--- config.mk ---
export PLATFORM = sky130hd
export DESIGN_NAME = memoryStage
export DESIGN_NICKNAME = d
export VERILOG_FILES = /design/src/memoryStage.sv
export VERILOG_INCLUDE_DIRS = /design/src /design/src/src
export SDC_FILE = /design/constraint.sdc
export NUM_CORES = 2
export LEC_CHECK = 0
export ABC_AREA = 1
export BUFFER_PORTS_ARGS = -buffer_cell sky130_fd_sc_hd__buf_4
export CORE_UTILIZATION = 55
export DETAILED_ROUTE_END_ITERATION = 10
export GPL_ROUTABILITY_DRIVEN = 0
export HOLD_SLACK_MARGIN = 0.1
export MAX_ROUTING_LAYER = met4
export PLACE_DENSITY_LB_ADDON = 0.25
export SKIP_LAST_GASP = 1
export SYNTH_ARGS = -nofsm -noshare
export SYNTH_HDL_FRONTEND = slang
export SYNTH_SLANG_ARGS = --single-unit
--- constraint.sdc ---
create_clock -name clk -period 37.4 [get_ports clk]
set_input_delay 1.87 -clock clk [delete_from_list [all_inputs] [get_ports clk]]
set_output_delay 1.87 -clock clk [all_outputs]
set_load 0.01 [all_outputs]
--- src/cpu_macros.svh ---
`ifndef CPU_MACROS_SVH
`define CPU_MACROS_SVH

//////////////////////////////
// datapath sizes
//////////////////////////////

// word width of registers, ALU and memories
`define DATA_WIDTH 32

// register index as found in the rs, rt and rd fields
`define REG_ADDR_WIDTH 5

// architectural register count
`define REG_COUNT 32

//////////////////////////////
// memory sizes
//////////////////////////////

// instruction memory word index, 64 words
`define IMEM_ADDR_WIDTH 6

// data memory word index, 32 words
`define DMEM_ADDR_WIDTH 5

`endif
--- src/memoryStage.sv ---
`timescale 1ns/1ns
`include "cpu_macros.svh"

module memoryStage (
	input  logic                       clk,
	input  logic                       reset,
	input  logic                       memRegWrite,
	input  logic                       memMemToReg,
	input  logic                       memMemRead,
	input  logic                       memMemWrite,
	input  logic [`DATA_WIDTH-1:0]     memAluResult,
	input  logic [`DATA_WIDTH-1:0]     memStoreData,
	input  logic [`REG_ADDR_WIDTH-1:0] memDest,
	output logic                       wbWrite,
	output logic [`REG_ADDR_WIDTH-1:0] wbRegAddr,
	output logic [`DATA_WIDTH-1:0]     wbWriteData
);
	localparam int dmemDepth = 1 << `DMEM_ADDR_WIDTH;

	logic [`DATA_WIDTH-1:0]     dmem [dmemDepth];
	logic [`DMEM_ADDR_WIDTH-1:0] dmemIndex;
	logic [`DATA_WIDTH-1:0]     loadData;
	logic                       wbMemToReg;
	logic [`DATA_WIDTH-1:0]     wbLoadData;
	logic [`DATA_WIDTH-1:0]     wbAluResult;

	// word index from the byte address
	assign dmemIndex = memAluResult[`DMEM_ADDR_WIDTH+1:2];
	assign loadData = memMemRead ? dmem[dmemIndex] : '0;

	// cleared on reset so each program starts from zeroed data
	always_ff @(posedge clk or posedge reset) begin
		if (reset) begin
			for (int i = 0; i < dmemDepth; i++)
				dmem[i] <= '0;
		end else if (memMemWrite) begin
			dmem[dmemIndex] <= memStoreData;
		end
	end

	//////////////////////////////
	// memory to write-back
	//////////////////////////////

	always_ff @(posedge clk or posedge reset) begin
		if (reset) begin
			wbWrite <= 1'b0;
			wbMemToReg <= 1'b0;
			wbLoadData <= '0;
			wbAluResult <= '0;
			wbRegAddr <= '0;
		end else begin
			wbWrite <= memRegWrite;
			wbMemToReg <= memMemToReg;
			wbLoadData <= loadData;
			wbAluResult <= memAluResult;
			wbRegAddr <= memDest;
		end
	end

	assign wbWriteData = wbMemToReg ? wbLoadData : wbAluResult;

endmodule

# Yosys cells after proc, flatten, opt, wreduce, memory -nomap -nowiden
# Cells that the tools add are included.
# W data, S select, Z words.
[word_totals] ff_bits=1095 elab_cells=49 input_bits=75 output_inout_bits=38
[op_classes] bitwise_logic=1 mux=8 reduce_logical=1 n_lt_le_gt_ge=2
[op_table] op="$bwmux W1024" n=1
[op_table] op="$bmux W32 S5" n=1
[op_table] op="$demux W32 S5" n=1
[op_table] op="$mux W32" n=5
[op_table] op="$ge A6 B6 Y1 const B" n=1
[op_table] op="$lt A6 B1 Y1 const B" n=1
[op_table] op="$not A5 Y6" n=1
[op_table] op="$logic_and A1 B1 Y1" n=1

# Depth between registers and ports, before layout
[logic_depth] depth_word=6 ltp_mapped=12 depth_no_buf=9

# Worst setup path before layout
# No wires, ideal clock.
[synth_path] path_type="input -> register" start="input port memAluResult[3]" end="register dmem[256] (netlist name)" setup_ps=130 t_arrival_ps=3205 slack_ps=34064 n_path_buf=2 required_ps=37270 path_stages=7 cell_sequence="buf_2 > inv_2 > nor3_2 > inv_2 > nor4_4 > clkbuf_1 > o21ai_1"
[synth_via] elab_chain_cells=6 elab_cells_between_ends=7 cone_classes="order compare (2); mux (3); bitwise (1); reduce/logical (1)"
[synth_rtl] element="start: declaration" line="memoryStage.sv:11" rtl="input logic [`DATA_WIDTH-1:0] memAluResult,"
[synth_rtl] element="$not A5 Y6 (implied by the code) *" line="memoryStage.sv:37" rtl="dmem[dmemIndex] <= memStoreData;"
[synth_rtl] element="$ge A6 B6 Y1 (implied by the code) or $lt A6 B1 Y1 (tied branches)" line="memoryStage.sv:37"
[synth_rtl] element="$logic_and A1 B1 Y1 (implied by the code)" line="memoryStage.sv:37"
[synth_rtl] element="$mux W32 (implied by the code)" line="memoryStage.sv:37"
[synth_rtl] element="$demux W32 S5 *" line="memoryStage.sv:37"
[synth_rtl] element="$bwmux W1024 *" line="memoryStage.sv:37"
[synth_rtl] element="end signal: indexed assignment" line="memoryStage.sv:37"
[synth_rtl] element="end: declaration" line="memoryStage.sv:20" rtl="logic [`DATA_WIDTH-1:0] dmem [dmemDepth];"
# Every way passes the cells marked *; elsewhere a longest branch is shown, timed or not.
# A chain may end at the register's enable or synchronous reset.

==> flow_summary.json <==
{
  "outcome": "complete, no violations",
  "r2r_slack_ns": 35.73,
  "drc": 0,
  "cp_max_fo": 100,
  "arrival_ns": 6.60,
  "die-area_um2": 91400,
  "dp_hpwl_mm": 75.2,
  "grt_max_degree": 168,
  "cp-start-kind": "input pin",
  "clockBufferDepth": 3,
  "vias": 42228,
  "antenna_found_initial": 1,
  "p_switching_uw": 866,
  "postCtsHoldBufs": 0,
  "yosys.cell_types.count": 16,
  "power_frac_comb": 0.146,
  "cts.sinks": 1095,
  "pwr-share-clk": 0.366,
  "intPower_uw": 2250,
  "ctsRootBufferMaster": "clkbuf_16",
  "core-area_um2": 88900,
  "ctsResizeCount": 0,
  "clkTransAtPathRegs_ns": 0.06,
  "syn_area_per_cell_um2": 7.59,
  "power_switching_share": 0.278,
  "drive_gt1_frac": 0.0684,
  "worstMarginPinSlew_ns": 1.18,
  "holdWs_ns": 0.482,
  "layout_commonest_cell": "nand2_1",
  "yosysSeqAreaShare": 0.552,
  "powerDensity_nw_per_um2": 57.1,
  "rows": 109,
  "hold_class": "reg -> reg",
  "drv_cap": 0,
  "hp-start": "dmem[931]",
  "seqPwrFrac": 0.488,
  "cts_tree": "done",
  "setup_viol": 0,
  "fmax_mhz": 170,
  "areaGrowthSynthToFinish_pct": 9.88,
  "period_needed_ns": 5.87,
  "required_ns": 38.13,
  "numCtsBuffers": 112,
  "hold_viol_final": 0,
  "finalCritPeriodShare": 0.157,
  "grt_pass1_vias": 39518,
  "vias_per_cell": 5.56,
  "initial_core_util": 0.558,
  "grt_pass1_wl_mm": 225,
  "portBuffers": 112,
  "timing.final.max_slew_violations": 0,
  "synth_nets": 6616,
  "rr_endpoint": "wbLoadData[10]",
  "power_leakage_uw": 0.0285,
  "hold-path-cell-count": 2,
  "die-width_um": 302,
  "ys_warn_count": 0,
  "drtAntennaViolNets": 0,
  "postCtsSetupRepairBufs": 0,
  "grt_overflow_total": 0,
  "pin_count": 113,
  "dr.pass1.iters": 5,
  "final_cell_mix": "nand2_1, dfrtp_1, o21ai_0",
  "rsz0062_at_grt": "no",
  "worstSetupPathType": "in -> async",
  "ir_drop_v": 0.0000403,
  "clock_skew_ns": 0.0351,
  "critPathLaunch": "reset",
  "maxSlewHeadroom": 0.210,
  "drt_iter0_drc": 4683,
  "r2r-start": "dmem[266]",
  "syn_inst": 6541,
  "die_h_um": 302,
  "r2r_cells": 8,
  "clk-insertion-delay-late_ns": 0.70,
  "num-nets-final": 6420,
  "endpoint_kind": "asynchronous set/reset pin",
  "netlist_area_um2": 49600,
  "ctsHtreeMaxLevel": 3,
  "wl_per_cell_um": 18.7,
  "wirelength_mm": 142,
  "hold_path_end": "dmem[931]",
  "ys_ff_latch": 1095,
  "grt_usage": 0.327,
  "tns_ns": 0
}
## state kept, by name, summed over array words and instances, names as in the netlist
signal and count:
wbLoadData 32, wbAluResult 32, wbWrite 1, wbRegAddr 5, wbMemToReg 1, dmem 1024
## power groups by stage
stage	Sequential, µW	Combinational, µW	Clock, µW
after floorplan	1510	352	0
final	1520	453	1140
after global placement	1530	435	0
after CTS	1520	455	1150
after detailed placement	1530	451	0
after global routing	1540	532	1200
## metrics by stage
step           std cells  area [µm²]  setup WS, ns   util  power (µW)
4_1_cts             7594       54500         31.47  0.613        3120
2_1_floorplan       6541       49600          4.70      -        1870
3_5_place_dp        7396       50800         30.74  0.571        1990
5_1_grt             7595       54500         30.85  0.613        3280
3_3_place_gp        7396       50800         30.73  0.571        1960
6_report            7595       54500         31.53  0.613        3110
## worst max path at each step
| stage | to | slack [ns] | depth (start not counted) |
|---|---|---|---|
| global placement | dmem[223] | 30.73 | 7 |
| detailed placement | dmem[193] | 30.74 | 7 |
| finish | wbRegAddr[2] | 31.53 | 7 |
| CTS | wbRegAddr[2] | 31.47 | 7 |
| floorplan | dmem[0] | 4.70 | 1 |
| global route | wbRegAddr[2] | 30.85 | 7 |
## kinds of logic after synthesis
logic type | synth area share
AND/OR/NAND/NOR | 0.288
flip-flops | 0.552
AO/OA/AOI/OAI | 0.107
buffers and inverters | 0.0461
multiplexers | 0.00726
## critical path: stages
cell and delay (ns):
buf_4 0.13, inv_8 0.43, buf_4 0.84, buf_4 0.78, buf_4 0.66, buf_4 0.87
buf_4 0.71
## synthesized netlist by cell type (all sizes together)
cell,instances,area share
a21oi,96,0.0097
buf,45,0.0041
clkbuf,447,0.034
dfrtp,1095,0.55
inv,108,0.0082
mux2,32,0.0073
nand2,3550,0.27
nand3,64,0.0065
nor2,132,0.010
nor3,10,0.0020
nor4,2,0.00086
o21ai,960,0.097
## routing by layer
layer	vias to the layer above	part of all wire	routed length [µm]	track usage
met5	-	0	0	-
met1	20126	0.42	60100	0.443
li1	20011	-	-	-
met2	1771	0.45	64600	0.504
met3	320	0.083	11800	0.0481
met4	0	0.040	5620	0.121
## area by class of cell
class | count | area (µm²)
antenna | 1 | 2.50
tap | 1165 | 1460
clock inverter | 30 | 405
clock buffer | 168 | 3350
inverter | 108 | 428
multi-input combinational | 4846 | 20100
timing repair buffer | 182 | 1390
sequential | 1095 | 27400
fill | 7859 | 34400
Note: power is estimated with default switching activity, not from simulation.
