### config.mk
export PLATFORM = sky130hd
export DESIGN_NAME = fetchStage
export DESIGN_NICKNAME = d
export VERILOG_FILES = /design/src/cpuPkg.sv /design/src/fetchStage.sv
export VERILOG_INCLUDE_DIRS = /design/src /design/src/src
export SDC_FILE = /design/constraint.sdc
export NUM_CORES = 2
export LEC_CHECK = 0
export BUFFER_PORTS_ARGS = -buffer_cell sky130_fd_sc_hd__clkbuf_2
export CORE_ASPECT_RATIO = 1.5
export CORE_MARGIN = 4
export CORE_UTILIZATION = 35
export CTS_CLUSTER_DIAMETER = 60
export DETAILED_ROUTE_END_ITERATION = 8
export GPL_ROUTABILITY_DRIVEN = 1
export PLACE_DENSITY_LB_ADDON = 0.2
export SLEW_MARGIN = 20
export SYNTH_ARGS = -nofsm -noshare
export SYNTH_HDL_FRONTEND = slang
export SYNTH_SLANG_ARGS = --single-unit
export TNS_END_PERCENT = 50
### constraint.sdc
create_clock -name clk -period 4.2 [get_ports clk]
set_clock_uncertainty 0.05 [all_clocks]
set_input_delay 0.84 -clock clk [delete_from_list [all_inputs] [get_ports clk]]
set_output_delay 0.84 -clock clk [all_outputs]
set_load 0.005 [all_outputs]
### src/cpu_macros.svh
`ifndef CPU_MACROS_SVH
`define CPU_MACROS_SVH

//////////////////////////////
// datapath sizes
//////////////////////////////

// word width of registers, ALU and memories
`define DATA_WIDTH 32

// register index as found in the rs, rt and rd fields
`define REG_ADDR_WIDTH 5

// architectural register count
`define REG_COUNT 32

//////////////////////////////
// memory sizes
//////////////////////////////

// instruction memory word index, 64 words
`define IMEM_ADDR_WIDTH 6

// data memory word index, 32 words
`define DMEM_ADDR_WIDTH 5

`endif
### src/cpuPkg.sv
package cpuPkg;

	//////////////////////////////
	// instruction opcodes
	//////////////////////////////

	// primary opcode field, bits 31:26
	typedef enum logic [5:0] {
		opRtype = 6'b000000,
		opJ     = 6'b000010,
		opBeq   = 6'b000100,
		opAddi  = 6'b001000,
		opLw    = 6'b100011,
		opSw    = 6'b101011
	} opcodeT;

	// operations the execute stage ALU knows
	typedef enum logic [2:0] {
		aluAnd = 3'd0,
		aluOr  = 3'd1,
		aluAdd = 3'd2,
		aluSub = 3'd3,
		aluSlt = 3'd4
	} aluOpT;

	//////////////////////////////
	// fetch control
	//////////////////////////////

	// idle while a program is loaded, running after start
	typedef enum logic {
		fetchIdle    = 1'b0,
		fetchRunning = 1'b1
	} fetchStateT;

endpackage

### src/fetchStage.sv
`timescale 1ns/1ns
`include "cpu_macros.svh"

module fetchStage import cpuPkg::*; (
	input  logic                        clk,
	input  logic                        reset,
	input  logic                        loadValid,
	input  logic [`IMEM_ADDR_WIDTH-1:0] loadAddr,
	input  logic [`DATA_WIDTH-1:0]      loadWord,
	input  logic                        start,
	input  logic                        stall,
	input  logic                        redirectValid,
	input  logic [`DATA_WIDTH-1:0]      redirectTarget,
	output logic [`DATA_WIDTH-1:0]      idInstr,
	output logic [`DATA_WIDTH-1:0]      idPc4
);
	localparam int imemDepth = 1 << `IMEM_ADDR_WIDTH;

	logic [`DATA_WIDTH-1:0] imem [imemDepth];
	fetchStateT             state;
	logic [`DATA_WIDTH-1:0] pc;
	logic [`DATA_WIDTH-1:0] pc4;
	logic [`DATA_WIDTH-1:0] fetchedWord;

	// byte address, low two bits dropped
	assign pc4 = pc + 4;
	assign fetchedWord = imem[pc[`IMEM_ADDR_WIDTH+1:2]];

	// program load port, only while idle
	always_ff @(posedge clk) begin
		if (loadValid && state == fetchIdle)
			imem[loadAddr] <= loadWord;
	end

	//////////////////////////////
	// pc and decode register
	//////////////////////////////

	always_ff @(posedge clk or posedge reset) begin
		if (reset) begin
			state <= fetchIdle;
			pc <= '0;
			idInstr <= '0;
			idPc4 <= '0;
		end else if (state == fetchIdle) begin
			// nothing but bubbles until start
			idInstr <= '0;
			idPc4 <= '0;
			if (start) begin
				state <= fetchRunning;
				pc <= '0;
			end
		end else if (!stall) begin
			if (redirectValid) begin
				// squash the wrong-path word, no delay slot
				pc <= redirectTarget;
				idInstr <= '0;
			end else begin
				pc <= pc4;
				idInstr <= fetchedWord;
				idPc4 <= pc4;
			end
		end
	end

endmodule

* Word-level counts from Yosys, hierarchy flattened
Memory sizes are Yosys's and may differ from the RTL's. Cells that the tools add are included.
Word-level totals: output and inout port bits 64, word-level logic and storage cells 27, input bits 76, flip-flop bits (word level) 97, bits in writable memories 2048, memories 1
Cells by class: mux-type cells 14, $add $sub $neg 1, equal/unequal tests 2, bitwise gates (word level) 1, reductions and logical operators 4
Memory list:
- imem | words 64, width 32, read ports 1, clocked after memory_dff 0, wr ports 1, RTL line fetchStage.sv:19 | logic [`DATA_WIDTH-1:0] imem [imemDepth];
Operators by type and width (count):
- 32-bit 2-to-1 mux | 10
- 32-bit by 3-bit adder with 32-bit output, second input constant | 1
- 1-bit 2-to-1 mux | 4
- 2-bit != test, second input constant | 2
- 2-bit AND reduction | 2
- 2-bit nonzero test | 1
- 1-bit logical AND | 1
- 1-bit inverter | 1

* Depth between registers and ports, before layout
word-level depth 4, mapped depth 11, gate-level depth less buffers 6

* Least setup slack after synthesis
Ideal clock, no wire load.
path type input port to flip-flop, from input loadAddr[4], to memory imem[16][0] (netlist bit) (enable), library setup time 0.421 ns, arrival 3.029 ns, required time 3.729 ns, buffers on the path 2, stages 4, slack 0.700 ns, cell sequence clkbuf_1 -> or3b_2 -> clkbuf_1 -> nor2_1
RTL lines:
- start: declaration | RTL line fetchStage.sv:8 | input logic [`IMEM_ADDR_WIDTH-1:0] loadAddr,
- end: declaration | RTL line fetchStage.sv:19
Straight into the memory's write port.

* Worst setup path after layout
from register pc[3], to register idInstr[27]
On the way: cells in the longest elaborated chain, start to end 4
Ends and longest elaborated chain:
- start: declaration | RTL line fetchStage.sv:21 | logic [`DATA_WIDTH-1:0] pc;
- start signal: assignment | RTL line fetchStage.sv:56 | pc <= redirectTarget;
- start signal: assignment | RTL line fetchStage.sv:59 | pc <= pc4;
- memory 64 x 32 bit
- 32-bit 2-to-1 mux | RTL line fetchStage.sv:54 | if (redirectValid) begin
- 32-bit 2-to-1 mux | RTL line fetchStage.sv:53 | end else if (!stall) begin
- 32-bit 2-to-1 mux | RTL line fetchStage.sv:45 | end else if (state == fetchIdle) begin
- end signal: assignment | RTL line fetchStage.sv:60 | idInstr <= fetchedWord;
- end: declaration | RTL line fetchStage.sv:14 | output logic [`DATA_WIDTH-1:0] idInstr,
Every way passes these cells. The select of a mux whose other input is x is not followed. A chain may end at the register's enable or synchronous reset.

==> results.cfg <==
[global_route]
grt_pass1_wl_mm = 345.5
grt.total_usage = 0.2005
grt_max_degree = 84
grt_pass1_vias = 42959
grt.overflow.total = 0
antenna_found_initial = 18

[clock_tree]
cts_buffer_depth = 4
cts_sinks = 2145
clockRootBuffer = clkbuf_16
cts_hold_buf = 0
numCtsBuffers = 205
cts_resized = 0
cts.reportedPaths.clkPinSlew_ns = 0.06
cts_tree = done
insertion_delay_ns = 0.86
postCtsSetupRepairBufs = 0
cts_htree_levels = 4

[critical_path]
startpoint_type = register
timing.rr.end = idInstr[27]$_DFFE_PP0N_
r2r_slack_ns = 0.58
crit_arrival_ns = 4.35
crit_path_start = pc[3]$_DFFE_PP0P_
cp_max_fo = 39
crit_type = reg -> reg
cp.required_ns = 4.93
cp-endpoint = idInstr[27]$_DFFE_PP0N_
r2r_start = pc[3]$_DFFE_PP0P_
crit_path_end_kind = register
reg2reg_depth = 6

[pwr]
p_comb_frac = 0.112
switching_share = 0.2402
p_leak_nw = 30.18
seq_power_share = 0.499
power.internal_w = 0.03645
pwr-share-clk = 0.390
p_sw_w = 0.01153
ir_worst_vdd_uv = 289.4
power.density_nw_per_um2 = 501.2

[detailed_routing]
first_pass_iters = 6
drtAntennaViolNets = 0
vias_per_cell = 5.566
wl_per_cell_um = 32.90
drt_iter0_drc = 3855
wl_mm = 247.7
drc = 0
vias = 41902

[hold_path]
hold_path.class = in -> async

[timing]
relSlewSlack = 0.2745
tns_ns = 0
setup_viol = 0
rsz0062_at_grt = no
finalHoldViolCount = 0
final-max-slew-violation-count = 0
fin_crit_sh = 0.8627
worst_slew_pin_slew_ns = 1.086
fmax_mhz = 276.0
period_needed_ns = 3.623

[floorplan]
num_io_pins = 140
rows = 218
dieArea_um2 = 244100
dieWidth_um = 404.7
die_h_um = 603.1
core_um2 = 235100
start_util = 0.3514

[logic_synthesis]
synth_edf_count = 2048
syn_area_per_cell_um2 = 21.06
synth_ff_type = edfxtp_1
yosysSeqAreaShare = 0.7737
netlist_area_um2 = 82620
ys_ff_latch = 2145
yosys_warnings = 0
synthCells = 3924
synth_async_sr_flop_share = 0.04522
syn_nets = 4001
synth_cell_types = 71

[placed_design]
place_inst = 7154
port_buffers = 139
hpwl_mm = 156.6
place_congestion = 0.7970

[finish]
syn2layout_area_growth_pct = 15.87
layout.cells.non_filler = 7528
final_util = 0.4072
nets = 4358
drive_gt1_frac = 0.2812

[job]
cap_violations = 0

[status]
status = completed
cell usage after synthesis (50+ instances only):
cell type     n  share of area
mux4_2      418           0.11
edfxtp_1   2048           0.74
a21oi_1      60         0.0036
clkbuf_1    116         0.0053
mux2i_1     184          0.022
a22oi_1      87         0.0079
nand3_1      54         0.0033
mux2_2       86          0.012
o22ai_1      50         0.0038
nand2_1     131         0.0060
nor2_1       93         0.0042
buf_2        57         0.0035
dfrtp_1      97          0.029
final cells by class:
| cell class | count | area (um2) |
|---|---|---|
| tap | 3080 | 3854 |
| antenna | 7 | 17.52 |
| multi-input combinational | 1547 | 18080 |
| clock inverter | 106 | 1212 |
| clock buffer | 261 | 5403 |
| fill | 20684 | 139400 |
| timing repair buffer | 377 | 3211 |
| inverter | 5 | 21.27 |
| sequential | 2145 | 63940 |
state kept, by name, summed over array words and instances (netlist names):
name     count
idInstr     32
state        1
imem      2048
pc          32
idPc4       32
logic make-up (layout without fill, tap and decap cells):
kind of cell,after synthesis,after routing,synth area share
AND/OR/NAND/NOR,383,383,0.02212
other,0,7,0
AO/OA/AOI/OAI,453,453,0.03996
multiplexers,688,688,0.1480
adder cells (fa/ha/maj),1,1,0.0001514
XOR/XNOR,22,22,0.002332
flip-flops,2145,2145,0.7737
buffers and inverters,232,749,0.01377
layout by cell type (no fill, tap or decap), drive strengths merged, types with 15 or more instances in the layout:
cell type  count
mux4         418
nor2          93
bufinv        26
buf          247
o221ai        26
nand3         54
dfrtp         97
o22ai         50
a21oi         60
clkinv        74
a221o         16
o21ai         36
a22o          28
o211ai        30
edfxtp      2048
clkbuf       391
nand4         15
nand2        132
a22oi         87
a221oi        26
mux2          86
mux2i        184
layer usage:
metal / wire, um / up-vias / global-route usage
met5: 22 / - / 0
met4: 8396 / 4 / 0.06511
met3: 12250 / 370 / 0.02520
met2: 131600 / 1338 / 0.3618
met1: 95440 / 23010 / 0.2494
li1: - / 17180 / -
power groups by stage:
stage | combinational (W) | sequential [W] | clock [W]
after floorplan | 0.00323 | 0.0241 | 0
after global placement | 0.00542 | 0.0244 | 0
after detailed placement | 0.00544 | 0.0244 | 0
after CTS | 0.00545 | 0.0239 | 0.0191
after global routing | 0.00565 | 0.0239 | 0.0199
final | 0.00535 | 0.0239 | 0.0187
critical path, cell delays in order (launching register included):
cell and delay, ns:
dfrtp_4 0.95, inv_2 0.53, nand2_1 0.60, o22ai_1 0.21
a2111oi_0 0.83, buf_4 0.23, o31a_1 0.11
metrics by stage:
stage | total power (W) | instance area (um2) | setup WS, ns | hold WS (ns)
finish | 0.04798 | 95730 | 0.5766 | 0.1281
CTS | 0.04845 | 95710 | 0.4324 | 0.1075
global placement | 0.02982 | 89100 | 0.5119 | 0.4124
floorplan | 0.02736 | 82620 | 0.7000 | 0.4165
global route | 0.04951 | 95730 | 0.4815 | 0.1386
detailed placement | 0.02983 | 89100 | 0.4798 | 0.4189
worst min path at each step:
stage | startpoint | to | slack (ns) | depth (start not counted)
after floorplan | pc[0]$_DFFE_PP0P_ | idPc4[0]$_DFFE_PP0P_ | 0.42 | 1
after global placement | idPc4[28]$_DFFE_PP0P_ | idPc4[28]$_DFFE_PP0P_ | 0.41 | 1
after detailed placement | idPc4[17]$_DFFE_PP0P_ | idPc4[17]$_DFFE_PP0P_ | 0.42 | 1
after CTS | redirectTarget[15] | pc[15]$_DFFE_PP0P_ | 0.11 | 3
after global routing | redirectTarget[7] | pc[7]$_DFFE_PP0P_ | 0.14 | 3
final | reset | idPc4[20]$_DFFE_PP0P_ | 0.13 | 2
Note: power is estimated with default switching activity, not from simulation.
