### config.mk
export PLATFORM = sky130hd
export DESIGN_NAME = decodeStage
export DESIGN_NICKNAME = d
export VERILOG_FILES = /design/src/cpuPkg.sv /design/src/decodeStage.sv
export VERILOG_INCLUDE_DIRS = /design/src /design/src/src
export SDC_FILE = /design/constraint.sdc
export NUM_CORES = 2
export LEC_CHECK = 0
export ABC_CLOCK_PERIOD_IN_PS = 43400
export BUFFER_PORTS_ARGS = -buffer_cell sky130_fd_sc_hd__buf_2
export CAP_MARGIN = 10
export CORE_UTILIZATION = 35
export DETAILED_ROUTE_END_ITERATION = 16
export PLACE_DENSITY_LB_ADDON = 0.25
export SLEW_MARGIN = 0
export SYNTH_ARGS = -nofsm -noshare
export SYNTH_HDL_FRONTEND = slang
export SYNTH_SLANG_ARGS = --single-unit
### constraint.sdc
create_clock -name clk -period 43.4 [get_ports clk]
set_clock_uncertainty 0.1 [all_clocks]
set_input_delay 4.34 -clock clk [delete_from_list [all_inputs] [get_ports clk]]
set_output_delay 4.34 -clock clk [all_outputs]
set_load 0.02 [all_outputs]
### src/cpu_macros.svh
`ifndef CPU_MACROS_SVH
`define CPU_MACROS_SVH

//////////////////////////////
// datapath sizes
//////////////////////////////

// word width of registers, ALU and memories
`define DATA_WIDTH 32

// register index as found in the rs, rt and rd fields
`define REG_ADDR_WIDTH 5

// architectural register count
`define REG_COUNT 32

//////////////////////////////
// memory sizes
//////////////////////////////

// instruction memory word index, 64 words
`define IMEM_ADDR_WIDTH 6

// data memory word index, 32 words
`define DMEM_ADDR_WIDTH 5

`endif
### src/cpuPkg.sv
package cpuPkg;

	//////////////////////////////
	// instruction opcodes
	//////////////////////////////

	// primary opcode field, bits 31:26
	typedef enum logic [5:0] {
		opRtype = 6'b000000,
		opJ     = 6'b000010,
		opBeq   = 6'b000100,
		opAddi  = 6'b001000,
		opLw    = 6'b100011,
		opSw    = 6'b101011
	} opcodeT;

	// operations the execute stage ALU knows
	typedef enum logic [2:0] {
		aluAnd = 3'd0,
		aluOr  = 3'd1,
		aluAdd = 3'd2,
		aluSub = 3'd3,
		aluSlt = 3'd4
	} aluOpT;

	//////////////////////////////
	// fetch control
	//////////////////////////////

	// idle while a program is loaded, running after start
	typedef enum logic {
		fetchIdle    = 1'b0,
		fetchRunning = 1'b1
	} fetchStateT;

endpackage

### src/decodeStage.sv
`timescale 1ns/1ns
`include "cpu_macros.svh"

module decodeStage import cpuPkg::*; (
	input  logic                       clk,
	input  logic                       reset,
	input  logic [`DATA_WIDTH-1:0]     idInstr,
	input  logic [`DATA_WIDTH-1:0]     idPc4,
	input  logic                       wbWrite,
	input  logic [`REG_ADDR_WIDTH-1:0] wbRegAddr,
	input  logic [`DATA_WIDTH-1:0]     wbWriteData,
	output logic                       stall,
	output logic                       redirectValid,
	output logic [`DATA_WIDTH-1:0]     redirectTarget,
	output logic                       exRegWrite,
	output logic                       exMemToReg,
	output logic                       exMemRead,
	output logic                       exMemWrite,
	output logic                       exAluSrc,
	output aluOpT                      exAluOp,
	output logic [`REG_ADDR_WIDTH-1:0] exRs,
	output logic [`REG_ADDR_WIDTH-1:0] exRt,
	output logic [`REG_ADDR_WIDTH-1:0] exDest,
	output logic [`DATA_WIDTH-1:0]     exRsData,
	output logic [`DATA_WIDTH-1:0]     exRtData,
	output logic [`DATA_WIDTH-1:0]     exImm
);
	logic [`DATA_WIDTH-1:0]     regs [`REG_COUNT];
	opcodeT                     opcode;
	logic [`REG_ADDR_WIDTH-1:0] rs;
	logic [`REG_ADDR_WIDTH-1:0] rt;
	logic [`REG_ADDR_WIDTH-1:0] rd;
	logic [`REG_ADDR_WIDTH-1:0] dest;
	logic [5:0]                 funct;
	logic [`DATA_WIDTH-1:0]     imm;
	logic [`DATA_WIDTH-1:0]     rsData;
	logic [`DATA_WIDTH-1:0]     rtData;
	logic                       regWrite;
	logic                       memToReg;
	logic                       memRead;
	logic                       memWrite;
	logic                       aluSrc;
	logic                       isBeq;
	logic                       isJ;
	aluOpT                      aluOp;

	assign opcode = opcodeT'(idInstr[31:26]);
	assign rs = idInstr[25:21];
	assign rt = idInstr[20:16];
	assign rd = idInstr[15:11];
	assign funct = idInstr[5:0];
	assign imm = {{(`DATA_WIDTH-16){idInstr[15]}}, idInstr[15:0]};

	//////////////////////////////
	// control decode
	//////////////////////////////

	always_comb begin
		regWrite = 1'b0;
		memToReg = 1'b0;
		memRead = 1'b0;
		memWrite = 1'b0;
		aluSrc = 1'b0;
		isBeq = 1'b0;
		isJ = 1'b0;
		aluOp = aluAdd;
		dest = rt;
		case (opcode)
			opRtype: begin
				regWrite = 1'b1;
				dest = rd;
				// 100000 and anything unknown fall back to add
				case (funct)
					6'b100010: aluOp = aluSub;
					6'b100100: aluOp = aluAnd;
					6'b100101: aluOp = aluOr;
					6'b101010: aluOp = aluSlt;
					default:   aluOp = aluAdd;
				endcase
			end
			opAddi: begin
				regWrite = 1'b1;
				aluSrc = 1'b1;
			end
			opLw: begin
				regWrite = 1'b1;
				memToReg = 1'b1;
				memRead = 1'b1;
				aluSrc = 1'b1;
			end
			opSw: begin
				memWrite = 1'b1;
				aluSrc = 1'b1;
			end
			opBeq: isBeq = 1'b1;
			opJ: isJ = 1'b1;
			default: ;
		endcase
	end

	//////////////////////////////
	// register file
	//////////////////////////////

	// r0 reads zero, a same-cycle write-back passes straight through
	function automatic logic [`DATA_WIDTH-1:0] readReg(input logic [`REG_ADDR_WIDTH-1:0] addr);
		if (addr == '0)
			return '0;
		if (wbWrite && wbRegAddr == addr)
			return wbWriteData;
		return regs[addr];
	endfunction

	always_comb begin
		rsData = readReg(rs);
		rtData = readReg(rt);
	end

	always_ff @(posedge clk or posedge reset) begin
		if (reset) begin
			for (int i = 0; i < `REG_COUNT; i++)
				regs[i] <= '0;
		end else if (wbWrite && wbRegAddr != '0) begin
			regs[wbRegAddr] <= wbWriteData;
		end
	end

	// load in execute feeding this instruction, j reads no registers
	assign stall = exMemRead && !isJ && (exRt == rs || exRt == rt);

	// beq compares unforwarded register values
	assign redirectValid = isJ || (isBeq && !stall && rsData == rtData);
	assign redirectTarget = isJ
		? {idPc4[`DATA_WIDTH-1:`DATA_WIDTH-4], idInstr[25:0], 2'b00}
		: idPc4 + {imm[`DATA_WIDTH-3:0], 2'b00};

	//////////////////////////////
	// decode to execute register
	//////////////////////////////

	always_ff @(posedge clk or posedge reset) begin
		if (reset) begin
			exRegWrite <= 1'b0;
			exMemToReg <= 1'b0;
			exMemRead <= 1'b0;
			exMemWrite <= 1'b0;
			exAluSrc <= 1'b0;
			exAluOp <= aluAdd;
			exRs <= '0;
			exRt <= '0;
			exDest <= '0;
			exRsData <= '0;
			exRtData <= '0;
			exImm <= '0;
		end else begin
			// a stall turns the slot into a bubble
			exRegWrite <= regWrite && !stall && dest != '0;
			exMemToReg <= memToReg && !stall;
			exMemRead <= memRead && !stall;
			exMemWrite <= memWrite && !stall;
			exAluSrc <= aluSrc;
			exAluOp <= aluOp;
			exRs <= rs;
			exRt <= rt;
			exDest <= dest;
			exRsData <= rsData;
			exRtData <= rtData;
			exImm <= imm;
		end
	end

endmodule

* Word level (Yosys, flattened, before mapping)
Cells that the tools add are included.
** Operators by class
- $add $sub $neg :: 1
- Magnitude comparators :: 4
- Eq/ne operators :: 14
- Mux-type cells :: 33
- Bitwise gates (word level) :: 3
- Reduce and logical (&&, ||, !) cells :: 23
** Operators with widths (count)
- 1024-bit bitwise mux :: 1
- 32-bit two-way mux :: 14
- 32-bit binary-select mux with 5-bit select :: 2
- 32-bit demux with 5-bit select :: 1
- 6-bit == test, second input constant :: 6
- 32-bit adder :: 1
- 32-bit == test :: 1
- 5-bit == test :: 4
- 6-bit >= comparator, second input constant :: 3
- 5-bit inverter with 6-bit output :: 3
- 1-bit logical AND :: 12
- 1-bit two-way mux :: 12
- 3-bit case mux with 4 select lines :: 1
- 5-bit zero test :: 2
- 5-bit nonzero test :: 2
- 6-bit by 2-bit == test with 1-bit output, second input constant :: 1
- 6-bit by 3-bit == test with 1-bit output, second input constant :: 1
- 6-bit by 4-bit == test with 1-bit output, second input constant :: 1
- 6-bit zero test :: 1
- 6-bit by 1-bit less-than comparator with 1-bit output, second input constant :: 1
- 3-bit OR reduction :: 2
- 5-bit two-way mux :: 1
- 3-bit two-way mux :: 1
- 1-bit zero test :: 2
- 1-bit logical OR :: 2
** Storage, ports and cells
- Register bits :: 1126
- Output and inout port bits :: 153
- Word-level logic and storage cells :: 121

* Depth between registers and ports, before layout
- Word-level depth :: 9
- Gate-level depth with buffers :: 16
- Gate-level depth less buffers :: 12

* Worst setup path after synthesis
OpenSTA, ideal clock, no wires.
- Kind :: input -> output
- Start point :: in idInstr[16]
- End point :: out redirectValid
- Data arrival time :: 7.362 ns
- Required time :: 38.960 ns
- Setup slack :: 31.598 ns
- Stages on the path :: 15
- Path buffers :: 5
- Path through :: buf_4 -> buf_6 -> buf_6 -> buf_6 -> buf_2 -> mux4_2 -> o32ai_1 -> nor3_1 -> a211o_1 -> o211ai_1 -> xor2_1 -> nand2_1 -> nor4_1 -> nand4_1 -> o21ai_1
** On the way
- Cells in the longest elaborated chain, start to end :: 9
** RTL lines
- start, declared :: RTL line decodeStage.sv:7 : input logic [`DATA_WIDTH-1:0] idInstr,
- 5-bit inverter with 6-bit output (implied by the code) / 5-bit == test (equally long branches) :: RTL line decodeStage.sv:111, decodeStage.sv:109
- 32-bit binary-select mux with 5-bit select / 1-bit logical AND (equally long branches) :: RTL line decodeStage.sv:111, decodeStage.sv:109
- 32-bit two-way mux (implied by the code) / 1-bit two-way mux (equally long branches) (2 in series) :: RTL line decodeStage.sv:111, decodeStage.sv:109
- 32-bit two-way mux :: RTL line decodeStage.sv:111 : return regs[addr];
- 32-bit two-way mux :: RTL line decodeStage.sv:109 : if (wbWrite && wbRegAddr == addr)
- 32-bit == test :: RTL line decodeStage.sv:132 : assign redirectValid = isJ || (isBeq && !stall && rsData == rtData);
- 1-bit logical AND * :: RTL line decodeStage.sv:132
- 1-bit logical OR * :: RTL line decodeStage.sv:132
- end, declared :: RTL line decodeStage.sv:13 : output logic redirectValid,
Mark *: on every way between the ends. The rest lies on a longest branch, timed or not. The select of a mux whose other input is x is not followed.

* Worst setup path after layout
- Start point :: in idInstr[21]
- End point :: out redirectValid
** On the way
- Cells in the longest elaborated chain, start to end :: 9
** RTL lines
- 5-bit inverter with 6-bit output (implied by the code) / 5-bit == test (equally long branches) :: RTL line decodeStage.sv:111, decodeStage.sv:109
- 32-bit binary-select mux with 5-bit select / 1-bit logical AND (equally long branches) :: RTL line decodeStage.sv:111, decodeStage.sv:109
- 32-bit two-way mux (implied by the code) / 1-bit two-way mux (equally long branches) (2 in series) :: RTL line decodeStage.sv:111, decodeStage.sv:109
- 32-bit two-way mux :: RTL line decodeStage.sv:111
- 32-bit two-way mux * :: RTL line decodeStage.sv:109
- named net rsData[20] :: RTL line decodeStage.sv:36 : logic [`DATA_WIDTH-1:0] rsData;
- 32-bit == test * :: RTL line decodeStage.sv:132
- 1-bit logical AND * :: RTL line decodeStage.sv:132
- 1-bit logical OR * :: RTL line decodeStage.sv:132
Mark *: on every way through the listed nets, which the timed path passes. The rest lies on a longest branch. The select of a mux whose other input is x is not followed.

==> impl_results.md <==
- Compound-gate portion of the synthesized area: 3.23%
- Max Freq: 67.6 MHz
- RD Place Congestion: 0.822
- PwrDens: 47.6 nW/um^2
- Outcome: complete, no violations
- DP Wirelength: 116 mm
- Detail Route Antenna Nets: 0
- Hold Crit Depth: 0
- Clock Latency Late Sink: 0.79 ns
- Hold Vio Cnt, Final: 0
- Placed inst area: 63200 sq um
- Initial DRC count: 3233
- Depth of the CTS H-tree: 4
- Ys Warns: 0
- Pre-Repair DR Iteration Count: 5
- Fill cells: 15700
- Core ar.: 170000 sq um
- Crit Reg-Reg Startpoint: regs[902]$_DFFE_PP0P_
- Synth Flop Type: dfrtp_1
- Drt total wl: 204 mm
- Mapped Cells: 3983
- Initial antenna violation count: 14
- Vias per cell: 6.00
- Min Hold Slack: 0.292 ns
- Routed via count: 38000
- Critical Path Source Type: input pin
- Sequential Area: 28200 sq um
- DRC: 0
- Min Tclk post-route: 14.80 ns
- CTS tree: done
- Leak Pwr: 29.1 nW
- Clk slew on worst S/H paths: 0.05 ns
- Setup Crit Path Kind: input pin to output pin
- Setup violators final: 0
- EDFF count, synth: 0
- Syn_nets: 4117
- CTS Hold Bufs: 0
- Post-synthesis mux area share: 42.3%
- Met1 usage: 30.9%
- Layer with the highest usage: met2
- Synth top area cells: dfrtp_1 (47%), mux4_2 (21%), mux2_2 (19%), mux2i_1 (1.8%), clkbuf_1 (1.5%)
- Die Wd: 417 um
- Area of the multi-input gates: 30200 sq um
- Die H: 417 um
- Final worst-path cycle share: 34.1%
- Full die area: 174000 sq um
- Worst EP arrival: 10.36 ns
- Async S/R FF share, synth: 100%
- Synth Register Bits: 1126
- Hold/Removal Path Class: flip-flop to flip-flop
- Starting Density: 35.4%
- GRT Util Overall: 23.5%
- I/O pin total: 257
- Worst Setup SP: idInstr[21]
- Clk buf depth: 3
- Largest family of logic cells by synthesized area: multiplexers
- Row cnt: 151
- Distinct cells, synth: 67
- Crit path capture type: output pin
- Largest net degree at the start of global routing: 171
- Resize count post-CTS: 0
- Area share of the largest cell type after synthesis: 46.7%
- IO Port Bufs: 256
- Most frequent cells after synthesis: dfrtp_1 (1125), mux2_2 (1022), mux4_2 (573), clkbuf_1 (242), mux2i_1 (106)
- CP Data Required Time: 38.96 ns
- Fin nets: 4144
- Share of layout cells above drive strength 1: 53.2%
- Design area: 67500 sq um
- Fin. max-slew vios: 0
- Adder and majority gate portion of the synthesized area: 0.636%
- Count leader, synth: dfrtp_1
- Max cap viols: 0
- First-pass GRT wire length: 296 mm
- Post-synthesis xor/xnor area fraction: 0.974%
- RSZ-0062 raised after global routing: false
- Setup TNS Final: 0 ns
- Crit path capture: redirectValid
- Worst Reg-to-Reg Cells: 6
- Clock tree root buffer cell: clkbuf_16
- Synthesized cell area: 60200 sq um
- Avg WL per Cell: 32.2 um
- Total gr overflow: 0
- Syn Area/Cell: 15.1 sq um
- Vias in the first global route: 39500
- Max VDD drop: 0.0459 mV
- Post-CTS setup buffer count: 0
- Synth area leader: dfrtp_1
- Final Util: 39.7%
- CTS Buf Count: 132
- Slew Limit Headroom: 19.7%
- Crit path max fanout: 64
- Tightest Pin Transition: 1.20 ns
- Seq/Total Area, Yosys: 46.8%
- Clk sinks: 1126
- M3 GR Usage: 4.07%
- R2r endpoint: exRsData[6]$_DFF_PP0_
- Met2 usage: 38.4%
- Post-Synth Simple-Gate Area: 2.54%
- Area Growth Syn to Fin: 12.1%
- R2R Setup Slk: 40.99 ns
flip-flops by register name, indices dropped and copies added (netlist names):
register	flops
exRt	5
exRegWrite	1
exMemRead	1
exAluOp	3
regs	1024
exDest	5
exRtData	32
exAluSrc	1
exRsData	32
exMemWrite	1
exRs	5
exImm	16
how the worst min path moves through the flow:
stage / from / to / slack [ns]
final: regs[1007]$_DFFE_PP0P_ / regs[1007]$_DFFE_PP0P_ / 0.29
after global routing: regs[1007]$_DFFE_PP0P_ / regs[1007]$_DFFE_PP0P_ / 0.31
after CTS: regs[1009]$_DFFE_PP0P_ / regs[1009]$_DFFE_PP0P_ / 0.30
after detailed placement: regs[1022]$_DFFE_PP0P_ / regs[1022]$_DFFE_PP0P_ / 0.28
after global placement: regs[1005]$_DFFE_PP0P_ / regs[1005]$_DFFE_PP0P_ / 0.28
after floorplan: regs[1013]$_DFFE_PP0P_ / regs[1013]$_DFFE_PP0P_ / 0.34
routing by layer:
| metal | wire length [um] | part of all wire [%] |
|---|---|---|
| met5 | 29 | 0.014 |
| met4 | 8910 | 4.4 |
| met3 | 11100 | 5.4 |
| met2 | 98600 | 48 |
| met1 | 85200 | 42 |
through the flow:
stage	total power (W)	setup WS, ns	std cells
floorplan	0.00189	7.25	3983
global placement	0.00209	28.59	6094
detailed placement	0.00210	28.53	6094
CTS	0.00324	28.54	6330
global route	0.00335	28.30	6332
finish	0.00322	28.60	6333
placed cells by master, fill, tap and decap left out, drive strengths merged, types with 11 or more instances in the layout:
cell and n:
dfrtp 1125, mux2 1022, mux4 573, buf 333
clkbuf 192, mux2i 106, a21oi 79, o21ai 76
nor2 76, nand2 66, xnor2 44, nand3 42
ha 29, clkinv 29, a211oi 25, nor3 24
xor2 23, a22oi 22, inv 19, a22o 14
nor3b 13, a221oi 12, o22ai 11
cells by family (layout without fill, tap and decap cells):
logic type	after synthesis	after routing
mux	1701	1701
flops	1126	1126
buf+inv	452	581
simple gates	304	304
compound gates	303	303
xor+xnor	67	67
fa+ha+maj	30	30
other cells	0	3
worst max-delay path, stage by stage:
cell	delay, ns
buf_8	0.53
buf_4	0.67
buf_4	0.67
buf_4	0.63
or3_1	0.48
buf_4	0.30
nand2_1	0.29
o211ai_1	0.49
and2_1	0.19
o22a_1	0.17
nand4_1	0.19
or4_1	0.65
o21ai_1	0.35
buf_2	0.23
power breakdown:
group / switching, W / internal (W)
combinational: 0.000299 / 0.000389
sequential: 0.000151 / 0.00125
clock: 0.000467 / 0.000664
final cells by class:
type                    count  share of cell area (%)
clock inverters            44                   0.734
flip-flops and latches   1126                    41.7
repair buffers            333                    2.95
inverters                  12                  0.0778
multi-input cells        2405                    44.7
diodes                      3                  0.0111
well taps                2218                    4.11
clock buffers             192                    5.69
Power figures use the tool's default switching activity.
