`config.mk`:
```
export PLATFORM = sky130hd
export DESIGN_NAME = executeStage
export DESIGN_NICKNAME = d
export VERILOG_FILES = /design/src/cpuPkg.sv /design/src/executeStage.sv
export VERILOG_INCLUDE_DIRS = /design/src /design/src/src
export SDC_FILE = /design/constraint.sdc
export NUM_CORES = 1
export LEC_CHECK = 0
export ABC_AREA = 0
export BUFFER_PORTS_ARGS = -buffer_cell sky130_fd_sc_hd__buf_2
export CORE_MARGIN = 3
export CORE_UTILIZATION = 35
export DETAILED_ROUTE_END_ITERATION = 8
export PLACE_DENSITY = 0.69
export SLEW_MARGIN = 40
export SYNTH_ARGS = -nofsm -noshare
export SYNTH_HDL_FRONTEND = slang
export SYNTH_SLANG_ARGS = --single-unit
```
`constraint.sdc`:
```
create_clock -name clk -period 10.7 [get_ports clk]
set_clock_uncertainty 0.2 [all_clocks]
set_input_delay 1.07 -clock clk [delete_from_list [all_inputs] [get_ports clk]]
set_output_delay 1.07 -clock clk [all_outputs]
set_load 0.02 [all_outputs]
```
`src/cpu_macros.svh`:
```
`ifndef CPU_MACROS_SVH
`define CPU_MACROS_SVH

//////////////////////////////
// datapath sizes
//////////////////////////////

// word width of registers, ALU and memories
`define DATA_WIDTH 32

// register index as found in the rs, rt and rd fields
`define REG_ADDR_WIDTH 5

// architectural register count
`define REG_COUNT 32

//////////////////////////////
// memory sizes
//////////////////////////////

// instruction memory word index, 64 words
`define IMEM_ADDR_WIDTH 6

// data memory word index, 32 words
`define DMEM_ADDR_WIDTH 5

`endif
```
`src/cpuPkg.sv`:
```
package cpuPkg;

	//////////////////////////////
	// instruction opcodes
	//////////////////////////////

	// primary opcode field, bits 31:26
	typedef enum logic [5:0] {
		opRtype = 6'b000000,
		opJ     = 6'b000010,
		opBeq   = 6'b000100,
		opAddi  = 6'b001000,
		opLw    = 6'b100011,
		opSw    = 6'b101011
	} opcodeT;

	// operations the execute stage ALU knows
	typedef enum logic [2:0] {
		aluAnd = 3'd0,
		aluOr  = 3'd1,
		aluAdd = 3'd2,
		aluSub = 3'd3,
		aluSlt = 3'd4
	} aluOpT;

	//////////////////////////////
	// fetch control
	//////////////////////////////

	// idle while a program is loaded, running after start
	typedef enum logic {
		fetchIdle    = 1'b0,
		fetchRunning = 1'b1
	} fetchStateT;

endpackage

```
`src/executeStage.sv`:
```
`timescale 1ns/1ns
`include "cpu_macros.svh"

module executeStage import cpuPkg::*; (
	input  logic                       clk,
	input  logic                       reset,
	input  logic                       exRegWrite,
	input  logic                       exMemToReg,
	input  logic                       exMemRead,
	input  logic                       exMemWrite,
	input  logic                       exAluSrc,
	input  aluOpT                      exAluOp,
	input  logic [`REG_ADDR_WIDTH-1:0] exRs,
	input  logic [`REG_ADDR_WIDTH-1:0] exRt,
	input  logic [`REG_ADDR_WIDTH-1:0] exDest,
	input  logic [`DATA_WIDTH-1:0]     exRsData,
	input  logic [`DATA_WIDTH-1:0]     exRtData,
	input  logic [`DATA_WIDTH-1:0]     exImm,
	input  logic                       wbWrite,
	input  logic [`REG_ADDR_WIDTH-1:0] wbRegAddr,
	input  logic [`DATA_WIDTH-1:0]     wbWriteData,
	output logic                       memRegWrite,
	output logic                       memMemToReg,
	output logic                       memMemRead,
	output logic                       memMemWrite,
	output logic [`DATA_WIDTH-1:0]     memAluResult,
	output logic [`DATA_WIDTH-1:0]     memStoreData,
	output logic [`REG_ADDR_WIDTH-1:0] memDest
);
	logic [`DATA_WIDTH-1:0] opA;
	logic [`DATA_WIDTH-1:0] fwdB;
	logic [`DATA_WIDTH-1:0] opB;
	logic [`DATA_WIDTH-1:0] aluResult;

	// newest producer wins: memory stage, then write-back, then decode
	function automatic logic [`DATA_WIDTH-1:0] selectOperand(
		input logic [`REG_ADDR_WIDTH-1:0] addr,
		input logic [`DATA_WIDTH-1:0]     decoded
	);
		if (memRegWrite && memDest == addr)
			return memAluResult;
		if (wbWrite && wbRegAddr == addr)
			return wbWriteData;
		return decoded;
	endfunction

	always_comb begin
		opA = selectOperand(exRs, exRsData);
		fwdB = selectOperand(exRt, exRtData);
		opB = exAluSrc ? exImm : fwdB;
	end

	//////////////////////////////
	// alu
	//////////////////////////////

	always_comb begin
		case (exAluOp)
			aluAnd:  aluResult = opA & opB;
			aluOr:   aluResult = opA | opB;
			aluSub:  aluResult = opA - opB;
			aluSlt:  aluResult = ($signed(opA) < $signed(opB)) ? 1 : 0;
			default: aluResult = opA + opB;
		endcase
	end

	always_ff @(posedge clk or posedge reset) begin
		if (reset) begin
			memRegWrite <= 1'b0;
			memMemToReg <= 1'b0;
			memMemRead <= 1'b0;
			memMemWrite <= 1'b0;
			memAluResult <= '0;
			memStoreData <= '0;
			memDest <= '0;
		end else begin
			memRegWrite <= exRegWrite;
			memMemToReg <= exMemToReg;
			memMemRead <= exMemRead;
			memMemWrite <= exMemWrite;
			memAluResult <= aluResult;
			// store data needs the forwarded rt too
			memStoreData <= fwdB;
			memDest <= exDest;
		end
	end

endmodule

```
Word-level counts from Yosys, hierarchy flattened

Cells that the tools add are included.

Bits in latches: 0
RAM bits: 0
Input port bits: 159
Bits in registers: 73
Memory bits (read-only): 0
Memories kept: 0
Logic and storage cells: 41

$mul: 0
Add/subtract/negate cells: 2
Magnitude comparators: 1
Bitwise logic cells: 2
Shifts and indexed selects: 0
Reductions and logical operators: 5
Muxes and demuxes: 17
Equality and inequality tests: 7
Div/mod/pow operators: 0

Operators with widths:

| kind                                                 | number |
|---|---|
| 2-to-1 mux 32 bit                                    | 9 |
| one-hot mux 32 bit (4 select lines)                  | 1 |
| adder 32 bit                                         | 1 |
| AND 32 bit                                           | 1 |
| less-than comparator 32 bit                          | 1 |
| bitwise OR 32 bit                                    | 1 |
| subtractor 32 bit                                    | 1 |
| equality test 5 bit                                  | 4 |
| 2-to-1 mux 1 bit                                     | 7 |
| logical AND 1 bit                                    | 4 |
| equality test 3 x 1 -> 1 bit (second input constant) | 1 |
| equality test 3 x 2 -> 1 bit (second input constant) | 1 |
| equality test 3 bit (second input constant)          | 1 |
| logical NOT 3 bit                                    | 1 |

Longest topological paths before layout

Gate-level depths: netlist of run 1.

Depth after elaboration: 10
Mapped depth: 20

Worst setup path after synthesis of run 1

OpenSTA, ideal clock, no wires.

Path kind: input to register
Start point: input port wbRegAddr[1]
End point: register memAluResult[14]
Cell stages on the path: 19
Arrival time: 5090 ps
Path slack: 5284 ps
Library setup time: 126 ps
Required time: 10374 ps
Cell sequence: xor2_1 nor4_1 and3_1 clkbuf_1 buf_2 mux2i_1 o21ai_0 mux2_2 ha_1 fa_1 or2_1 a221oi_2 a211oi_2 o21ai_1 a21oi_2 o31ai_1 a21o_1 a211oi_1 o32a_1

Longest elaborated chain between the ends: 9
Elaborated cells between the ends (all ways): 20

Ends and longest elaborated chain:

| element                                                  | line                                   | RTL |
|---|---|---|
| start, declared                                          | executeStage.sv:20                     | `` input logic [`REG_ADDR_WIDTH-1:0] wbRegAddr, `` |
| equality test 5 bit *                                    | executeStage.sv:42                     | `if (wbWrite && wbRegAddr == addr)` |
| logical AND 1 bit *                                      | executeStage.sv:42                     |  |
| 2-to-1 mux 1 bit (2 in a row)                            | executeStage.sv:42                     |  |
| 2-to-1 mux 32 bit *                                      | executeStage.sv:44                     | `return decoded;` |
| 2-to-1 mux 32 bit *                                      | executeStage.sv:42                     |  |
| via fwdB[0]                                              | executeStage.sv:31                     | `` logic [`DATA_WIDTH-1:0] fwdB; `` |
| 2-to-1 mux 32 bit *                                      | executeStage.sv:50                     | `opB = exAluSrc ? exImm : fwdB;` |
| adder 32 bit / subtractor 32 bit (equally long branches) | executeStage.sv:63, executeStage.sv:61 |  |
| one-hot mux 32 bit (4 select lines) *                    | executeStage.sv:58                     | `case (exAluOp)` |
| via aluResult[14]                                        | executeStage.sv:33                     | `` logic [`DATA_WIDTH-1:0] aluResult; `` |
| end signal, assigned                                     | executeStage.sv:81                     | `memAluResult <= aluResult;` |
| end, declared                                            | executeStage.sv:26                     | `` output logic [`DATA_WIDTH-1:0] memAluResult, `` |

The timed path passes the listed nets; every way through them passes the cells marked *. The select of a mux whose other input is x is not followed.

Worst setup path after layout of run 1

Start point: input port exRs[1]
End point: register memAluResult[28]

Longest elaborated chain between the ends: 8
Elaborated cells between the ends (all ways): 15

Ends and longest elaborated chain:

| element                                    | line               | RTL |
|---|---|---|
| start, declared                            | executeStage.sv:13 | `` input logic [`REG_ADDR_WIDTH-1:0] exRs, `` |
| equality test 5 bit                        | executeStage.sv:42 |  |
| logical AND 1 bit                          | executeStage.sv:42 |  |
| 2-to-1 mux 1 bit (2 in a row)              | executeStage.sv:42 |  |
| 2-to-1 mux 32 bit                          | executeStage.sv:44 |  |
| 2-to-1 mux 32 bit *                        | executeStage.sv:42 |  |
| adder 32 bit, or another cell as far along | executeStage.sv:63 | `default: aluResult = opA + opB;` |
| one-hot mux 32 bit (4 select lines) *      | executeStage.sv:58 |  |
| via aluResult[28]                          | executeStage.sv:33 |  |

Marked as above.

==> results of run 1 <==
[through the flow]
stage                     instance area, um2  power [W]  instances
after floorplan                         8870   0.000773       1128
after global placement                 10200   0.000962       1628
after detailed placement               10300   0.000964       1628
after CTS                              10500    0.00130       1644
after global routing                   10600    0.00138       1645
final                                  10600    0.00129       1645
[state kept, by name, indices dropped and copies added, names as in the netlist]
register      flops
memMemToReg       1
memRegWrite       1
memAluResult     32
memMemRead        1
memMemWrite       1
memDest           5
memStoreData     32
[critical path, cell delays in order]
cell and delay (ns):
buf_2 0.12, xor2_1 0.15, nor4_1 0.29, and3_2 0.63, buf_4 0.45, mux2i_1 0.12, o21ai_0 0.27, ha_1 0.27
inv_1 0.09, fa_1 0.46, nand2b_1 0.19, a21oi_1 0.33, o21ai_1 0.23, o211ai_2 0.37, a31oi_1 0.19, or4b_1 0.55
o211ai_2 0.12, xnor2_1 0.15, a32oi_1 0.07
[Yosys cell counts, types with 9 or more instances]
| library cell | number |
|---|---|
| o22ai_1 | 24 |
| buf_2 | 13 |
| inv_1 | 106 |
| o21a_1 | 11 |
| nor3_1 | 12 |
| a21oi_1 | 83 |
| nand2_1 | 102 |
| o21ai_1 | 9 |
| a21o_1 | 17 |
| xnor2_1 | 14 |
| mux2_2 | 26 |
| a211oi_1 | 19 |
| nand2b_1 | 15 |
| nor2_1 | 79 |
| mux2i_1 | 79 |
| ha_1 | 102 |
| o21ai_0 | 97 |
| o211ai_1 | 15 |
| dfrtp_1 | 73 |
| xor2_1 | 18 |
| o21bai_1 | 10 |
| clkbuf_1 | 45 |
[kinds of logic after synthesis]
logic type | count (synthesis) | share of synthesized area
compound gates | 372 | 0.277
xor+xnor | 32 | 0.0316
fa+ha+maj | 104 | 0.148
buf+inv | 172 | 0.0758
flops | 73 | 0.206
mux | 105 | 0.122
simple gates | 270 | 0.139
[final timing paths]
| check | from | end | slack [ns] | cells after the start |
|---|---|---|---|---|
| max | exRs[1] | memAluResult[28] | 4.55 | 19 |
| max in group asynchronous | reset | memAluResult[5] | 8.81 | 4 |
| min | memAluResult[13] | memStoreData[13] | 0.34 | 2 |
| max reg2reg | memDest[1] | memAluResult[30] | 5.34 | 16 |
| min in group asynchronous | reset | memStoreData[23] | 0.52 | 2 |
| min reg2reg | memAluResult[13] | memStoreData[13] | 0.34 | 2 |
[layout make-up]
| type | instances | area share |
|---|---|---|
| flip-flops and latches | 73 | 0.173 |
| well taps | 324 | 0.0384 |
| repair buffers | 242 | 0.118 |
| inverters | 107 | 0.0381 |
| multi-input cells | 883 | 0.604 |
| clock buffers | 11 | 0.0230 |
| clock inverters | 5 | 0.00521 |
[metal layers]
metal	global-route usage	wire [um]	up-vias
met4	0.0534	398	2
met5	0	13	-
met1	0.280	13500	4273
met3	0.0269	1620	24
li1	-	-	4391
met2	0.383	15100	273
[power by group]
part           total [W]  internal [W]  switching (W)
logic           0.000620      0.000236       0.000385
registers       0.000345      0.000316      0.0000293
clock network   0.000324      0.000187       0.000137
==> reports/qor.yml, run 1 <==
status: "completed"
syn_inst: 1128
finalMaxSlewViolations: 0
ys_async_sr_fraction: 1.00
yosysWarnings: 0
grt_use_total: 0.217
cts-buffers-inserted: 9
tightestPinTransition_ns: 0.801
ios: 232
period_share: 0.575
multi_input_area_um2: 6380
synth_nets: 1391
drtIter0Drc: 568
setup_tns_ns: 0
clkTransAtPathRegs_ns: 0.06
finish.utilization: 0.430
root_buffer: "clkbuf_16"
hold_buffers: 0
synth-edff-count: 0
grt_pass1_vias: 8781
rows: 57
htreeDepth: 3
post-route-worst-setup-slack_ns: 4.55
regArea_um2: 1830
arrival_ns: 6.15
maxCapViolCount: 0
p_leak_nw: 4.90
fmax_ghz: 0.163
coreArea_um2: 24600
synth_top_area_share: 0.206
diodes: 0
netlist_area_um2: 8870
clk_latency_ns: 0.35
drc: 0
fin_nets: 1579
die_h_um: 165
n_fill_cell: 2499
portBuffers: 231
final_cell_mix: "buf_2, inv_1, nand2_1, ha_1, o21ai_0"
num_vias: 8963
start_util: 0.361
gp_congestion: 0.956
antenna_found_initial: 1
slew_headroom: 0.455
layout_commonest_cell: "buf_2"
die-area_um2: 27300
startpoint_type: "primary input"
ant_nets: 0
ys_seq_area_frac: 0.206
wl_per_cell_um: 18.6
layout-drive-gt1-share: 0.240
power.density_nw_per_um2: 122
fin_hold_ws_ns: 0.336
ys_ff_latch: 73
cts_setup_buffers: 0
setup_violations: 0
yosysTopAreaCell: "dfrtp_1"
area_growth_pct: 19.1
fp.dieW_um: 165
cts_tree: "yes"
finalHoldViolCount: 0
path_max_fanout: 17
grt_pass1_wl_mm: 46.8
finalCriticalPeriod_ns: 6.15
grt_max_degree: 65
ir_worst_vdd_mv: 0.0678
clock_path_buffers: 2
cp-end-kind: "flop"
ctsResizeCount: 0
cp.required_ns: 10.70
rsz0062_at_grt: "no"
routed_wl_mm: 30.6
netlist_top_cells_area: "dfrtp_1, ha_1, mux2i_1"
dp_slack_ns: 4.20
viasPerCell: 5.45
avgSynthCellArea_um2: 7.87
grt.overflow.total: 0
cts_sinks: 73
worstSetupPathType: "primary input to flop"
dp_hpwl_mm: 23.0
synth.distinct_cells: 79
worst_hold_path_type: "flop to flop"
drt_first_pass_iters: 5
synthFlopType: "dfrtp_1"
Note: power is estimated with default switching activity, not from simulation.
==> run 2: changes to the inputs <==
Clock period 10.7 ns to 6.1 ns, I/O delays scaled along.
==> reports/qor.yml, run 2 (synthesis gave the netlist of run 1 again) <==
status: "completed"
finalMaxSlewViolations: 0
n_fill_cell: 2504
final_cell_mix: "buf_2, inv_1, ha_1"
drc: 0
setup_tns_ns: 0
tightestPinTransition_ns: 0.749
r2r-start: "memDest[3]"
grt_use_total: 0.224
dpl-instance-area_um2: 10300
grt_pass1_vias: 8799
ios: 232
r2r_end: "memAluResult[31]"
cts_sinks: 73
rr_worst_depth: 15
finalCriticalPeriod_ns: 5.45
worstSetupPathType: "primary input to flop"
fin_hold_ws_ns: 0.0626
area_growth_pct: 20.2
arrival_ns: 5.48
die-area_um2: 27300
routed_wl_mm: 31.2
layout_commonest_cell: "buf_2"
coreArea_um2: 24600
htreeDepth: 3
grt.overflow.total: 0
cp_slowest_cell: "and3_2"
fp.dieW_um: 165
fmax_ghz: 0.184
p_leak_nw: 4.95
cp-end-kind: "flop"
startpoint_type: "primary input"
hold_buffers: 0
ant_nets: 0
period_share: 0.893
root_buffer: "clkbuf_16"
rows: 57
worst_hold_path_type: "primary input to async pin"
grt_max_degree: 50
maxCapViolCount: 0
wl_per_cell_um: 18.9
grt_pass1_wl_mm: 47.9
drt_first_pass_iters: 5
gp_congestion: 0.967
setup_violations: 0
slew_headroom: 0.501
start_util: 0.361
cts_tree: "yes"
cp.required_ns: 6.13
rsz0062_at_grt: "no"
critical_path.cell_chain: "buf_2 -> xor2_1 -> nor4_1 -> and3_2 -> buf_4 -> mux2i_1 -> o21ai_0 -> mux2_2 -> ha_1 -> inv_1 -> o31ai_1 -> a32oi_1 -> nor3_1 -> o21bai_1 -> a31o_1 -> nor4_1 -> mux2i_1 -> o21ai_1"
cts-buffers-inserted: 9
path_max_fanout: 12
fin_cells: 1651
layout-drive-gt1-share: 0.244
clkTransAtPathRegs_ns: 0.07
dp_hpwl_mm: 23.9
viasPerCell: 5.49
antenna_found_initial: 0
finish.utilization: 0.434
portBuffers: 231
clock_path_buffers: 2
num_vias: 9058
reg.largest.list: "memAluResult x32, memStoreData x32, memDest x5"
place_inst: 1634
clk_latency_ns: 0.36
ir_worst_vdd_mv: 0.101
rrSetupSlack_ns: 0.89
finalHoldViolCount: 0
critPathLaunch: "wbRegAddr[1]"
drtIter0Drc: 568
cts_setup_buffers: 0
cp_slowest_stage_delay_ns: 0.54
ctsResizeCount: 0
power.density_nw_per_um2: 221
die_h_um: 165
design_area_um2: 10700
fin_nets: 1584
## run 2: power by group
group	switching (W)	internal (W)
logic	0.000677	0.000416
registers	0.0000545	0.000554
clock network	0.000246	0.000411
total	0.000977	0.00138
## run 2: worst max path at each step
stage / endpoint / slack, ns / cells after the start
3_5_place_dp: memAluResult[31] / 0.37 / 18
3_3_place_gp: memAluResult[31] / 0.36 / 18
4_1_cts: memAluResult[31] / 0.74 / 18
5_1_grt: memAluResult[31] / 0.34 / 18
6_report: memAluResult[31] / 0.65 / 18
2_1_floorplan: memAluResult[14] / 1.14 / 19
## run 2: stage by stage
| step | total power, W | worst slack (ns) |
|---|---|---|
| final | 0.00236 | 0.651 |
| after global routing | 0.00250 | 0.344 |
| after CTS | 0.00236 | 0.739 |
| after detailed placement | 0.00169 | 0.372 |
| after global placement | 0.00169 | 0.359 |
| after floorplan | 0.00136 | 1.14 |
## run 2: layer usage
layer | track usage | vias to the layer above | part of all wire
li1 | - | 4404 | -
met1 | 0.291 | 4283 | 0.43
met2 | 0.390 | 324 | 0.48
met3 | 0.0282 | 47 | 0.061
met4 | 0.0656 | 0 | 0.023
met5 | 0 | - | 0
## run 2: final cells by class
cell class              instances  area, um2  share of cell area
well taps                     324        405              0.0380
repair buffers                247       1290               0.121
inverters                     107        403              0.0378
clock inverters                 5        103             0.00962
flip-flops and latches         73       1830               0.171
clock buffers                  11        243              0.0228
diodes                          1       2.50            0.000235
multi-input cells             883       6400               0.600
## run 2: worst max-delay path: cells and delay by family
kind                     cells  cell delay, ns
AO/OA/AOI/OAI                6            1.29
buffers and inverters        3            0.58
adder cells (fa/ha/maj)      1            0.44
multiplexers                 3            0.73
AND/OR/NAND/NOR              4            1.66
XOR/XNOR                     1            0.15
